### src/hdl/sys_io_pkg.sv
// Host I/O port definitions shared by the command decoder and the top level
// Command byte sits in the low byte of the first word after uio rises
`default_nettype none

package sys_io_pkg;

	// ====================
	// Host words and commands
	typedef logic [15:0] io_word_t;
	typedef logic [7:0]  io_cmd_t;

	localparam io_cmd_t CMD_LED = 8'h25;
	localparam io_cmd_t CMD_VOL = 8'h26;

	// Mask in the upper byte, LED state in the lower byte
	typedef struct packed {
		logic [7:0] overtake;
		logic [7:0] state;
	} led_word_s;

	typedef struct packed {
		logic [10:0] rsvd;
		logic        mute;
		logic [3:0]  shift;
	} vol_word_s;

	// Same data word, read according to the held command
	typedef union packed {
		io_word_t  raw;
		led_word_s led;
		vol_word_s vol;
	} io_word_u;

	// Input synchronizer depth for the host port
	localparam int SYNC_STAGES = 2;

endpackage

`default_nettype wire

### src/hdl/sys_audio_pkg.sv
// Audio path types for the stereo mix and volume stage
// Samples are 16 bit, signed or unsigned as flagged by the core
`default_nettype none

package sys_audio_pkg;

	// ====================
	// Sample format
	typedef logic [15:0] sample_t;

	// Cross-mix amount between left and right
	typedef enum logic [1:0] {
		MIX_NONE = 2'd0,
		MIX_1_8  = 2'd1,
		MIX_1_4  = 2'd2,
		MIX_HALF = 2'd3
	} mix_mode_t;

	// Volume attenuation as a right shift count
	typedef logic [3:0] att_shift_t;

endpackage

`default_nettype wire

### src/hdl/sys_cfg_if.sv
// Host-set settings, written by the command decoder only
// All fields are plain levels, cleared by reset in the decoder
`default_nettype none

interface sys_cfg_if;
	import sys_audio_pkg::*;

	logic [7:0] led_overtake;
	logic [7:0] led_state;
	logic       vol_mute;
	att_shift_t vol_shift;

	modport ctrl (output led_overtake, output led_state, output vol_mute, output vol_shift);

	// Volume side
	modport audio (input vol_mute, input vol_shift);

	// LED side
	modport leds (input led_overtake, input led_state);

endinterface

`default_nettype wire

### src/hdl/host_cmd_decoder.sv
// Host command port decoder, all logic on clk_sys
// io_clk must hold each phase for at least three clk_sys cycles
// Only LED and volume commands act, the rest are accepted and dropped
`default_nettype none

module host_cmd_decoder (
	input  wire                   clk_sys,
	input  wire                   resetd,
	input  wire                   i_io_clk,
	input  wire                   i_io_uio,
	input  wire sys_io_pkg::io_word_t i_io_din,
	input  wire                   i_io_wait,
	output logic                  o_io_ack,
	sys_cfg_if.ctrl               cfg
);
	import sys_io_pkg::*;

	logic [SYNC_STAGES-1:0] clk_sync;
	logic [SYNC_STAGES-1:0] uio_sync;
	io_word_t               din_sync [SYNC_STAGES];

	logic     io_clk_s;
	logic     io_uio_s;
	io_word_u host_word;

	logic    rack;
	logic    strobe_raw;
	logic    io_strobe;
	logic    has_cmd;
	io_cmd_t cmd;

	// ====================
	// Input synchronizers
	always_ff @(posedge clk_sys) begin
		if (resetd) begin
			clk_sync <= '0;
			uio_sync <= '0;
		end else begin
			clk_sync <= {clk_sync[SYNC_STAGES-2:0], i_io_clk};
			uio_sync <= {uio_sync[SYNC_STAGES-2:0], i_io_uio};
		end
	end

	// Data word follows the same path, stable while io_clk is high
	always_ff @(posedge clk_sys) begin
		din_sync[0] <= i_io_din;
		for (int i = 1; i < SYNC_STAGES; i++) begin
			din_sync[i] <= din_sync[i-1];
		end
	end

	assign io_clk_s      = clk_sync[SYNC_STAGES-1];
	assign io_uio_s      = uio_sync[SYNC_STAGES-1];
	assign host_word.raw = din_sync[SYNC_STAGES-1];

	// ====================
	// Strobe and acknowledge
	// rack remembers the io clock level already seen
	assign strobe_raw = ~rack & io_clk_s;

	always_ff @(posedge clk_sys) begin
		if (resetd) begin
			rack      <= 1'b0;
			o_io_ack  <= 1'b0;
			io_strobe <= 1'b0;
		end else begin
			io_strobe <= strobe_raw;
			// Core wait holds the ack, host stalls until it moves
			if (~i_io_wait | strobe_raw) begin
				rack     <= io_clk_s;
				o_io_ack <= rack;
			end
		end
	end

	// ====================
	// Command decode
	always_ff @(posedge clk_sys) begin
		if (resetd) begin
			has_cmd          <= 1'b0;
			cmd              <= '0;
			cfg.led_overtake <= '0;
			cfg.led_state    <= '0;
			cfg.vol_mute     <= 1'b0;
			cfg.vol_shift    <= '0;
		end else if (!io_uio_s) begin
			has_cmd <= 1'b0;
		end else if (io_strobe) begin
			if (!has_cmd) begin
				// First word carries the command
				has_cmd <= 1'b1;
				cmd     <= host_word.raw[7:0];
			end else begin
				case (cmd)
					CMD_LED: begin
						cfg.led_overtake <= host_word.led.overtake;
						cfg.led_state    <= host_word.led.state;
					end
					CMD_VOL: begin
						cfg.vol_mute  <= host_word.vol.mute;
						cfg.vol_shift <= host_word.vol.shift;
					end
					default: ;
				endcase
			end
		end
	end

endmodule

`default_nettype wire

### src/hdl/audio_mixer.sv
// Stereo cross-mix and volume, fixed latency of two clk_sys cycles
// Sums wrap at 16 bits, there is no saturation
// i_audio_s picks arithmetic or logical shifts for the whole sample
`default_nettype none

module audio_mixer (
	input  wire                           clk_sys,
	input  wire                           resetd,
	input  wire sys_audio_pkg::sample_t   i_audio_l,
	input  wire sys_audio_pkg::sample_t   i_audio_r,
	input  wire                           i_audio_s,
	input  wire sys_audio_pkg::mix_mode_t i_audio_mix,
	output sys_audio_pkg::sample_t        o_audio_l,
	output sys_audio_pkg::sample_t        o_audio_r,
	sys_cfg_if.audio                      cfg
);
	import sys_audio_pkg::*;

	sample_t mix_l;
	sample_t mix_r;
	logic    arith_q;

	function automatic sample_t shift_r(input sample_t v, input att_shift_t n,
		input logic arith);
		if (arith)
			return sample_t'($signed(v) >>> n);
		return v >> n;
	endfunction

	// own is the channel being built, other is the opposite channel
	function automatic sample_t mix_chan(input sample_t own, input sample_t other,
		input mix_mode_t mode, input logic arith);
		sample_t res;
		res = own;
		case (mode)
			MIX_1_8:  res = own - shift_r(own, 4'd3, arith) + shift_r(other, 4'd3, arith);
			MIX_1_4:  res = own - shift_r(own, 4'd2, arith) + shift_r(other, 4'd2, arith);
			MIX_HALF: res = shift_r(own, 4'd1, arith) + shift_r(other, 4'd1, arith);
			default:  res = own;
		endcase
		return res;
	endfunction

	// ====================
	// Stage 1, cross-mix
	always_ff @(posedge clk_sys) begin
		if (resetd) begin
			mix_l   <= '0;
			mix_r   <= '0;
			arith_q <= 1'b0;
		end else begin
			mix_l   <= mix_chan(i_audio_l, i_audio_r, i_audio_mix, i_audio_s);
			mix_r   <= mix_chan(i_audio_r, i_audio_l, i_audio_mix, i_audio_s);
			// Sign mode travels with its sample
			arith_q <= i_audio_s;
		end
	end

	// ====================
	// Stage 2, attenuation and mute
	always_ff @(posedge clk_sys) begin
		if (resetd || cfg.vol_mute) begin
			o_audio_l <= '0;
			o_audio_r <= '0;
		end else begin
			o_audio_l <= shift_r(mix_l, cfg.vol_shift, arith_q);
			o_audio_r <= shift_r(mix_r, cfg.vol_shift, arith_q);
		end
	end

endmodule

`default_nettype wire

### src/hdl/board_io.sv
// Board buttons and LEDs, DEB_DIV must be at least 1
// A button changes after 8 equal samples, one sample every DEB_DIV+1 cycles
`default_nettype none

module board_io #(
	parameter int DEB_DIV = 100000
) (
	input  wire        clk_sys,
	input  wire        resetd,
	input  wire        i_btn_user_n,
	input  wire        i_btn_osd_n,
	input  wire        i_led_user,
	input  wire  [1:0] i_led_power,
	input  wire  [1:0] i_led_disk,
	output logic       o_btn_user,
	output logic       o_btn_osd,
	output logic [7:0] o_led,
	output logic       o_led_user_n,
	output logic       o_led_hdd_n,
	output logic       o_led_power_n,
	sys_cfg_if.leds    cfg
);
	localparam int DIV_W = (DEB_DIV > 0) ? $clog2(DEB_DIV + 1) : 1;

	logic [DIV_W-1:0] div_cnt;
	logic             tick;

	// Index 0 is user, index 1 is osd
	logic [1:0] btn_meta;
	logic [1:0] btn_sync;
	logic [7:0] deb_hist [2];
	logic [1:0] btn_q;

	logic       power_act;
	logic       disk_act;
	logic       user_act;
	logic [7:0] led_default;

	// ====================
	// Debounce sample tick
	assign tick = (div_cnt == DIV_W'(DEB_DIV));

	always_ff @(posedge clk_sys) begin
		if (resetd || tick)
			div_cnt <= '0;
		else
			div_cnt <= div_cnt + 1'b1;
	end

	// Buttons are asynchronous, pressed reads as 1
	always_ff @(posedge clk_sys) begin
		if (resetd) begin
			btn_meta <= '0;
			btn_sync <= '0;
		end else begin
			btn_meta <= {~i_btn_osd_n, ~i_btn_user_n};
			btn_sync <= btn_meta;
		end
	end

	always_ff @(posedge clk_sys) begin
		logic [7:0] hist_next;
		if (resetd) begin
			deb_hist[0] <= '0;
			deb_hist[1] <= '0;
			btn_q       <= '0;
		end else if (tick) begin
			for (int i = 0; i < 2; i++) begin
				hist_next = {deb_hist[i][6:0], btn_sync[i]};
				deb_hist[i] <= hist_next;
				// Mixed history keeps the old level
				if (&hist_next)
					btn_q[i] <= 1'b1;
				else if (hist_next == '0)
					btn_q[i] <= 1'b0;
			end
		end
	end

	assign o_btn_user = btn_q[0];
	assign o_btn_osd  = btn_q[1];

	// ====================
	// LED drives
	assign power_act = i_led_power[1] & i_led_power[0];
	assign disk_act  = (i_led_disk[1] & i_led_disk[0]) | (~i_led_disk[1] & i_led_disk[0]);
	assign user_act  = i_led_user;

	assign o_led_power_n = ~power_act;
	assign o_led_hdd_n   = ~disk_act;
	assign o_led_user_n  = ~user_act;

	// Host mask picks its own state bit over the status pattern
	assign led_default = {3'b000, power_act, 1'b0, disk_act, 1'b0, user_act};
	assign o_led       = (cfg.led_overtake & cfg.led_state) | (~cfg.led_overtake & led_default);

endmodule

`default_nettype wire

### src/hdl/sys_top.sv
// Host I/O side of the board top level, single clock clk_sys
// resetd is synchronous and active high
// LED pins are plain active-low outputs, no open drain
`default_nettype none

module sys_top #(
	parameter int DEB_DIV = 100000
) (
	input  wire                           clk_sys,
	input  wire                           resetd,

	// Host port
	input  wire                           i_io_clk,
	input  wire                           i_io_uio,
	input  wire sys_io_pkg::io_word_t     i_io_din,
	input  wire                           i_io_wait,
	output wire                           o_io_ack,

	// Core audio
	input  wire sys_audio_pkg::sample_t   i_audio_l,
	input  wire sys_audio_pkg::sample_t   i_audio_r,
	input  wire                           i_audio_s,
	input  wire sys_audio_pkg::mix_mode_t i_audio_mix,
	output wire sys_audio_pkg::sample_t   o_audio_l,
	output wire sys_audio_pkg::sample_t   o_audio_r,

	// Core status and board I/O
	input  wire                           i_led_user,
	input  wire [1:0]                     i_led_power,
	input  wire [1:0]                     i_led_disk,
	input  wire                           i_btn_user_n,
	input  wire                           i_btn_osd_n,
	output wire                           o_btn_user,
	output wire                           o_btn_osd,
	output wire [7:0]                     o_led,
	output wire                           o_led_user_n,
	output wire                           o_led_hdd_n,
	output wire                           o_led_power_n
);

	sys_cfg_if u_cfg_if ();

	// ====================
	// Host commands
	host_cmd_decoder u_host_cmd_decoder (
		.clk_sys   (clk_sys),
		.resetd    (resetd),
		.i_io_clk  (i_io_clk),
		.i_io_uio  (i_io_uio),
		.i_io_din  (i_io_din),
		.i_io_wait (i_io_wait),
		.o_io_ack  (o_io_ack),
		.cfg       (u_cfg_if.ctrl)
	);

	// ====================
	// Audio
	audio_mixer u_audio_mixer (
		.clk_sys     (clk_sys),
		.resetd      (resetd),
		.i_audio_l   (i_audio_l),
		.i_audio_r   (i_audio_r),
		.i_audio_s   (i_audio_s),
		.i_audio_mix (i_audio_mix),
		.o_audio_l   (o_audio_l),
		.o_audio_r   (o_audio_r),
		.cfg         (u_cfg_if.audio)
	);

	// ====================
	// Buttons and LEDs
	board_io #(
		.DEB_DIV (DEB_DIV)
	) u_board_io (
		.clk_sys       (clk_sys),
		.resetd        (resetd),
		.i_btn_user_n  (i_btn_user_n),
		.i_btn_osd_n   (i_btn_osd_n),
		.i_led_user    (i_led_user),
		.i_led_power   (i_led_power),
		.i_led_disk    (i_led_disk),
		.o_btn_user    (o_btn_user),
		.o_btn_osd     (o_btn_osd),
		.o_led         (o_led),
		.o_led_user_n  (o_led_user_n),
		.o_led_hdd_n   (o_led_hdd_n),
		.o_led_power_n (o_led_power_n),
		.cfg           (u_cfg_if.leds)
	);

endmodule

`default_nettype wire

### config.mk
export PLATFORM = sky130hd
export DESIGN_NAME = sys_top
export DESIGN_NICKNAME = d
export VERILOG_FILES = /design/src/hdl/sys_io_pkg.sv /design/src/hdl/sys_audio_pkg.sv /design/src/hdl/sys_cfg_if.sv /design/src/hdl/host_cmd_decoder.sv /design/src/hdl/audio_mixer.sv /design/src/hdl/board_io.sv /design/src/hdl/sys_top.sv
export SDC_FILE = /design/constraint.sdc
export NUM_CORES = 1
export LEC_CHECK = 0
export BUFFER_PORTS_ARGS = -buffer_cell sky130_fd_sc_hd__clkbuf_2
export CAP_MARGIN = 40
export CORE_MARGIN = 8
export CORE_UTILIZATION = 55
export DETAILED_ROUTE_END_ITERATION = 10
export PLACE_DENSITY = 0.77
export SLEW_MARGIN = 25
export SYNTH_ARGS = -nofsm -noshare
export SYNTH_HDL_FRONTEND = slang
export SYNTH_SLANG_ARGS = --single-unit
### constraint.sdc
create_clock -name clk_sys -period 3.22 [get_ports clk_sys]
set_clock_uncertainty 0.2 [all_clocks]
set_input_delay 0.322 -clock clk_sys [delete_from_list [all_inputs] [get_ports clk_sys]]
set_output_delay 0.322 -clock clk_sys [all_outputs]
set_load 0.01 [all_outputs]
==> impl_metrics.env <==
export IMPL_hold_class="in -> reg"
export IMPL_rsz0062_at_grt="yes"
export IMPL_p_seq_share_pct=32.3
export IMPL_fillers=1749
export IMPL_post_cts_buffers=0
export IMPL_synthesis_nets=1681
export IMPL_worst_pin_slew_ps=767
export IMPL_min_to="u_board_io.btn_q[1]$_SDFFE_PP0P_"
export IMPL_p_leak_nw=7.30
export IMPL_p_int_mw=4.74
export IMPL_cts_buffers=17
export IMPL_cts_tree="done"
export IMPL_via_per_inst=5.80
export IMPL_peakVddDrop_mv=0.463
export IMPL_synthDistinctLibCells=71
export IMPL_synth_main_ff_cell="dfxtp_1"
export IMPL_fp_dieArea_um2=27800
export IMPL_grt_ovfl_total=0
export IMPL_path_class="in -> reg"
export IMPL_power_frac_comb_pct=39.6
export IMPL_sw_frac_of_total_pct=35.5
export IMPL_synth_warnings=0
export IMPL_cts_sinks=171
export IMPL_syn_cell_area_um2=12500
export IMPL_gp_congestion=1.06
export IMPL_synth_area_per_cell_um2=8.54
export IMPL_max_cap_violations=0
export IMPL_rows=55
export IMPL_dr_pass1_iters=6
export IMPL_clk_pin_slew_ps=70
export IMPL_worst_r2r_cell_count=7
export IMPL_postSynthCellCount=1465
export IMPL_synth_common_cells="inv_1 (180), dfxtp_1 (157), nor2_1 (134)"
export IMPL_min_delay_start="resetd"
export IMPL_synthTopCellsByArea="dfxtp_1 (25%), fa_1 (9.4%), ha_1 (9.4%), inv_1 (5.4%), a21oi_1 (4.1%)"
export IMPL_synth_edf_count=14
export IMPL_antenna_found_initial=0
export IMPL_endpoint_kind="register"
export IMPL_core_um2=22500
export IMPL_post_synth_top_count_cell="inv_1"
export IMPL_power_density_nw_per_um2=473
export IMPL_setup_slack_ps=88.6
export IMPL_ctsRootBufferMaster="clkbuf_16"
export IMPL_hold_path_cell_count=2
export IMPL_r2r_end="u_audio_mixer.o_audio_r[10]$_SDFF_PP0_"
export IMPL_switchingPower_mw=2.61
export IMPL_fmax_mhz=319
export IMPL_fin_crit_sh_pct=97.2
export IMPL_first_global_vias=12100
export IMPL_start_util_pct=55.6
export IMPL_die_w_um=167
export IMPL_path_max_fanout=5
export IMPL_drc=0
export IMPL_synth_top_area_share_pct=25.1
export IMPL_port_buffers=107
export IMPL_outcome="finished, final reports clean"
export IMPL_area_growth_pct=24.2
export IMPL_finalSetupViolCount=0
export IMPL_h_tree_depth=4
export IMPL_drive_above_1_share_pct=21.8
export IMPL_clkPwrFrac_pct=28.0
export IMPL_drtAntennaViolNets=0
export IMPL_r2r_slack_ps=620
export IMPL_die_height_um=167
export IMPL_synthArstFlopShare_pct=0
export IMPL_ys_seq_area_share_pct=28.5
export IMPL_critPathRequiredTime_ps=3360
export IMPL_critPathLaunchType="primary input"
export IMPL_drtIter0Drc=1048
export IMPL_max_slew_margin_pct=48.9
export IMPL_routedWlPerCell_um=18.6
export IMPL_rr_startpoint="u_host_cmd_decoder.cfg.vol_shift[1]$_SDFFE_PP0P_"
export IMPL_worstSkewPairLatency_ps=440
export IMPL_period_needed_ps=3130
export IMPL_crit_arrival_ps=3270
export IMPL_grt_usage_pct=27.3
export IMPL_routed_wl_um=38100
export IMPL_grt_pass1_wl_um=61700
export IMPL_pre_cts_ws_ps=-333
export IMPL_grt_start_max_net_pins=67
export IMPL_ys_seq_elements=171
export IMPL_power_mw=7.35
export IMPL_place_hpwl_um=28900
export IMPL_ios=109
export IMPL_finalHoldViolCount=0
export IMPL_drv_slew=0
export IMPL_num_vias=11900
export IMPL_synth_top_area_cell="dfxtp_1"
export IMPL_clockBufferDepth=2
export IMPL_nNetsFinal=1961
-- routing by layer --
| metal | global-route usage (%) | wire, um | share of wire, % | vias to the layer above |
|---|---|---|---|---|
| li1 | - | - | - | 5631 |
| met1 | 33.2 | 15600 | 41 | 5599 |
| met2 | 46.2 | 18200 | 48 | 513 |
| met3 | 4.82 | 2760 | 7.2 | 120 |
| met4 | 12.9 | 1530 | 4.0 | 0 |
| met5 | 0 | 0 | 0 | - |
-- registers in the layout (all words and copies together) (netlist names) --
signal	cells
u_audio_mixer.mix_l	16
u_host_cmd_decoder.clk_sync	2
u_host_cmd_decoder.cmd	8
u_host_cmd_decoder.uio_sync	2
u_host_cmd_decoder.cfg.led_overtake	8
u_board_io.btn_sync	2
u_host_cmd_decoder.has_cmd	1
u_host_cmd_decoder.cfg.vol_shift	4
u_board_io.btn_q	2
u_board_io.btn_meta	2
u_audio_mixer.o_audio_l	16
u_host_cmd_decoder.o_io_ack	1
u_board_io.deb_hist	14
u_host_cmd_decoder.cfg.vol_mute	1
u_board_io.div_cnt	17
u_audio_mixer.mix_r	16
u_host_cmd_decoder.io_strobe	1
u_audio_mixer.o_audio_r	16
u_host_cmd_decoder.din_sync	32
u_host_cmd_decoder.cfg.led_state	8
u_audio_mixer.arith_q	1
u_host_cmd_decoder.rack	1
-- through the flow --
step	hold WS (ps)	setup TNS, ps	cell area [um2]	std cells	util [%]
detailed placement	112	-4120	14600	1990	65.0
finish	13.1	0	15500	2044	69.1
global route	43.8	-83.6	15500	2043	69.1
CTS	15.4	0	15400	2043	68.6
floorplan	110	0	12500	1465	-
global placement	111	-3060	14600	1990	65.0
-- final cells by class --
cell class                 instances  area [um2]  share of cell area, %
clock inverter                    13         148                  0.950
tap                              285         357                   2.29
antenna                            1        2.50                 0.0161
timing repair buffer             317        2200                   14.1
clock buffer                      19         443                   2.85
sequential                       171        3560                   22.9
multi-input combinational       1056        8150                   52.4
inverter                         182         687                   4.42
-- power groups by stage --
stage / sequential (mW) / clock (mW) / combinational (mW)
2_1_floorplan: 2.40 / 0 / 1.71
3_3_place_gp: 2.41 / 0 / 2.67
3_5_place_dp: 2.42 / 0 / 2.74
4_1_cts: 2.37 / 2.08 / 2.78
5_1_grt: 2.39 / 2.16 / 3.18
6_report: 2.38 / 2.06 / 2.91
-- worst max-delay path, stage by stage --
cell,delay [ps]
clkbuf_4,170
clkinvlp_4,190
fa_1,560
inv_1,40
ha_1,280
nor2b_1,150
o211ai_1,250
a31oi_1,140
buf_4,180
a311oi_1,330
xnor2_1,210
a22oi_2,160
a221oi_1,280
-- worst max path at each step --
stage / start / end / cells after the start
2_1_floorplan: i_audio_r[4] / u_audio_mixer.mix_l[14]$_SDFF_PP0_ / 11
3_3_place_gp: i_audio_l[4] / u_audio_mixer.mix_r[14]$_SDFF_PP0_ / 13
3_5_place_dp: i_audio_l[4] / u_audio_mixer.mix_l[13]$_SDFF_PP0_ / 13
4_1_cts: i_audio_l[4] / u_audio_mixer.mix_l[13]$_SDFF_PP0_ / 13
5_1_grt: i_audio_l[4] / u_audio_mixer.mix_r[14]$_SDFF_PP0_ / 13
6_report: i_audio_l[4] / u_audio_mixer.mix_r[14]$_SDFF_PP0_ / 13
-- timing repair --
item / CTS / global route
resized for setup: 0 / 26
hold buffers: 21 / 0
endpoints found under the setup margin: 0 / 12
hold endpoints to repair: 21 / 0
-- logic make-up after synthesis --
group	synth area share (%)
AND/OR/NAND/NOR	14.7
AO/OA/AOI/OAI	19.7
buffers and inverters	7.24
flip-flops	28.5
adder cells (fa/ha/maj)	18.8
XOR/XNOR	5.18
multiplexers	5.90
-- placed cells by master (no fill, tap or decap), types with 5 or more instances in the layout --
cell type	instances
ha_1	94
clkbuf_16	17
dfxtp_1	157
fa_1	59
and2_1	27
nor4_1	7
nand2b_1	10
a22oi_1	8
edfxtp_1	14
a211o_1	5
o21a_1	18
mux2_2	14
o22ai_1	9
nor2_1	134
nand3_1	20
o211a_1	5
mux2i_1	43
or2_2	6
nor3_1	22
a21o_1	17
a211oi_1	26
nor2b_1	24
a311oi_1	12
a31oi_1	13
inv_1	179
a21oi_1	101
and3_1	13
a221oi_1	15
buf_4	186
xor2_1	34
xnor2_1	39
mux4_2	6
nand4_1	10
o21ai_0	59
nand2_1	112
clkbuf_2	106
o211ai_1	26
dlygate4sd3_1	21
Note: power is estimated with default switching activity, not from simulation.
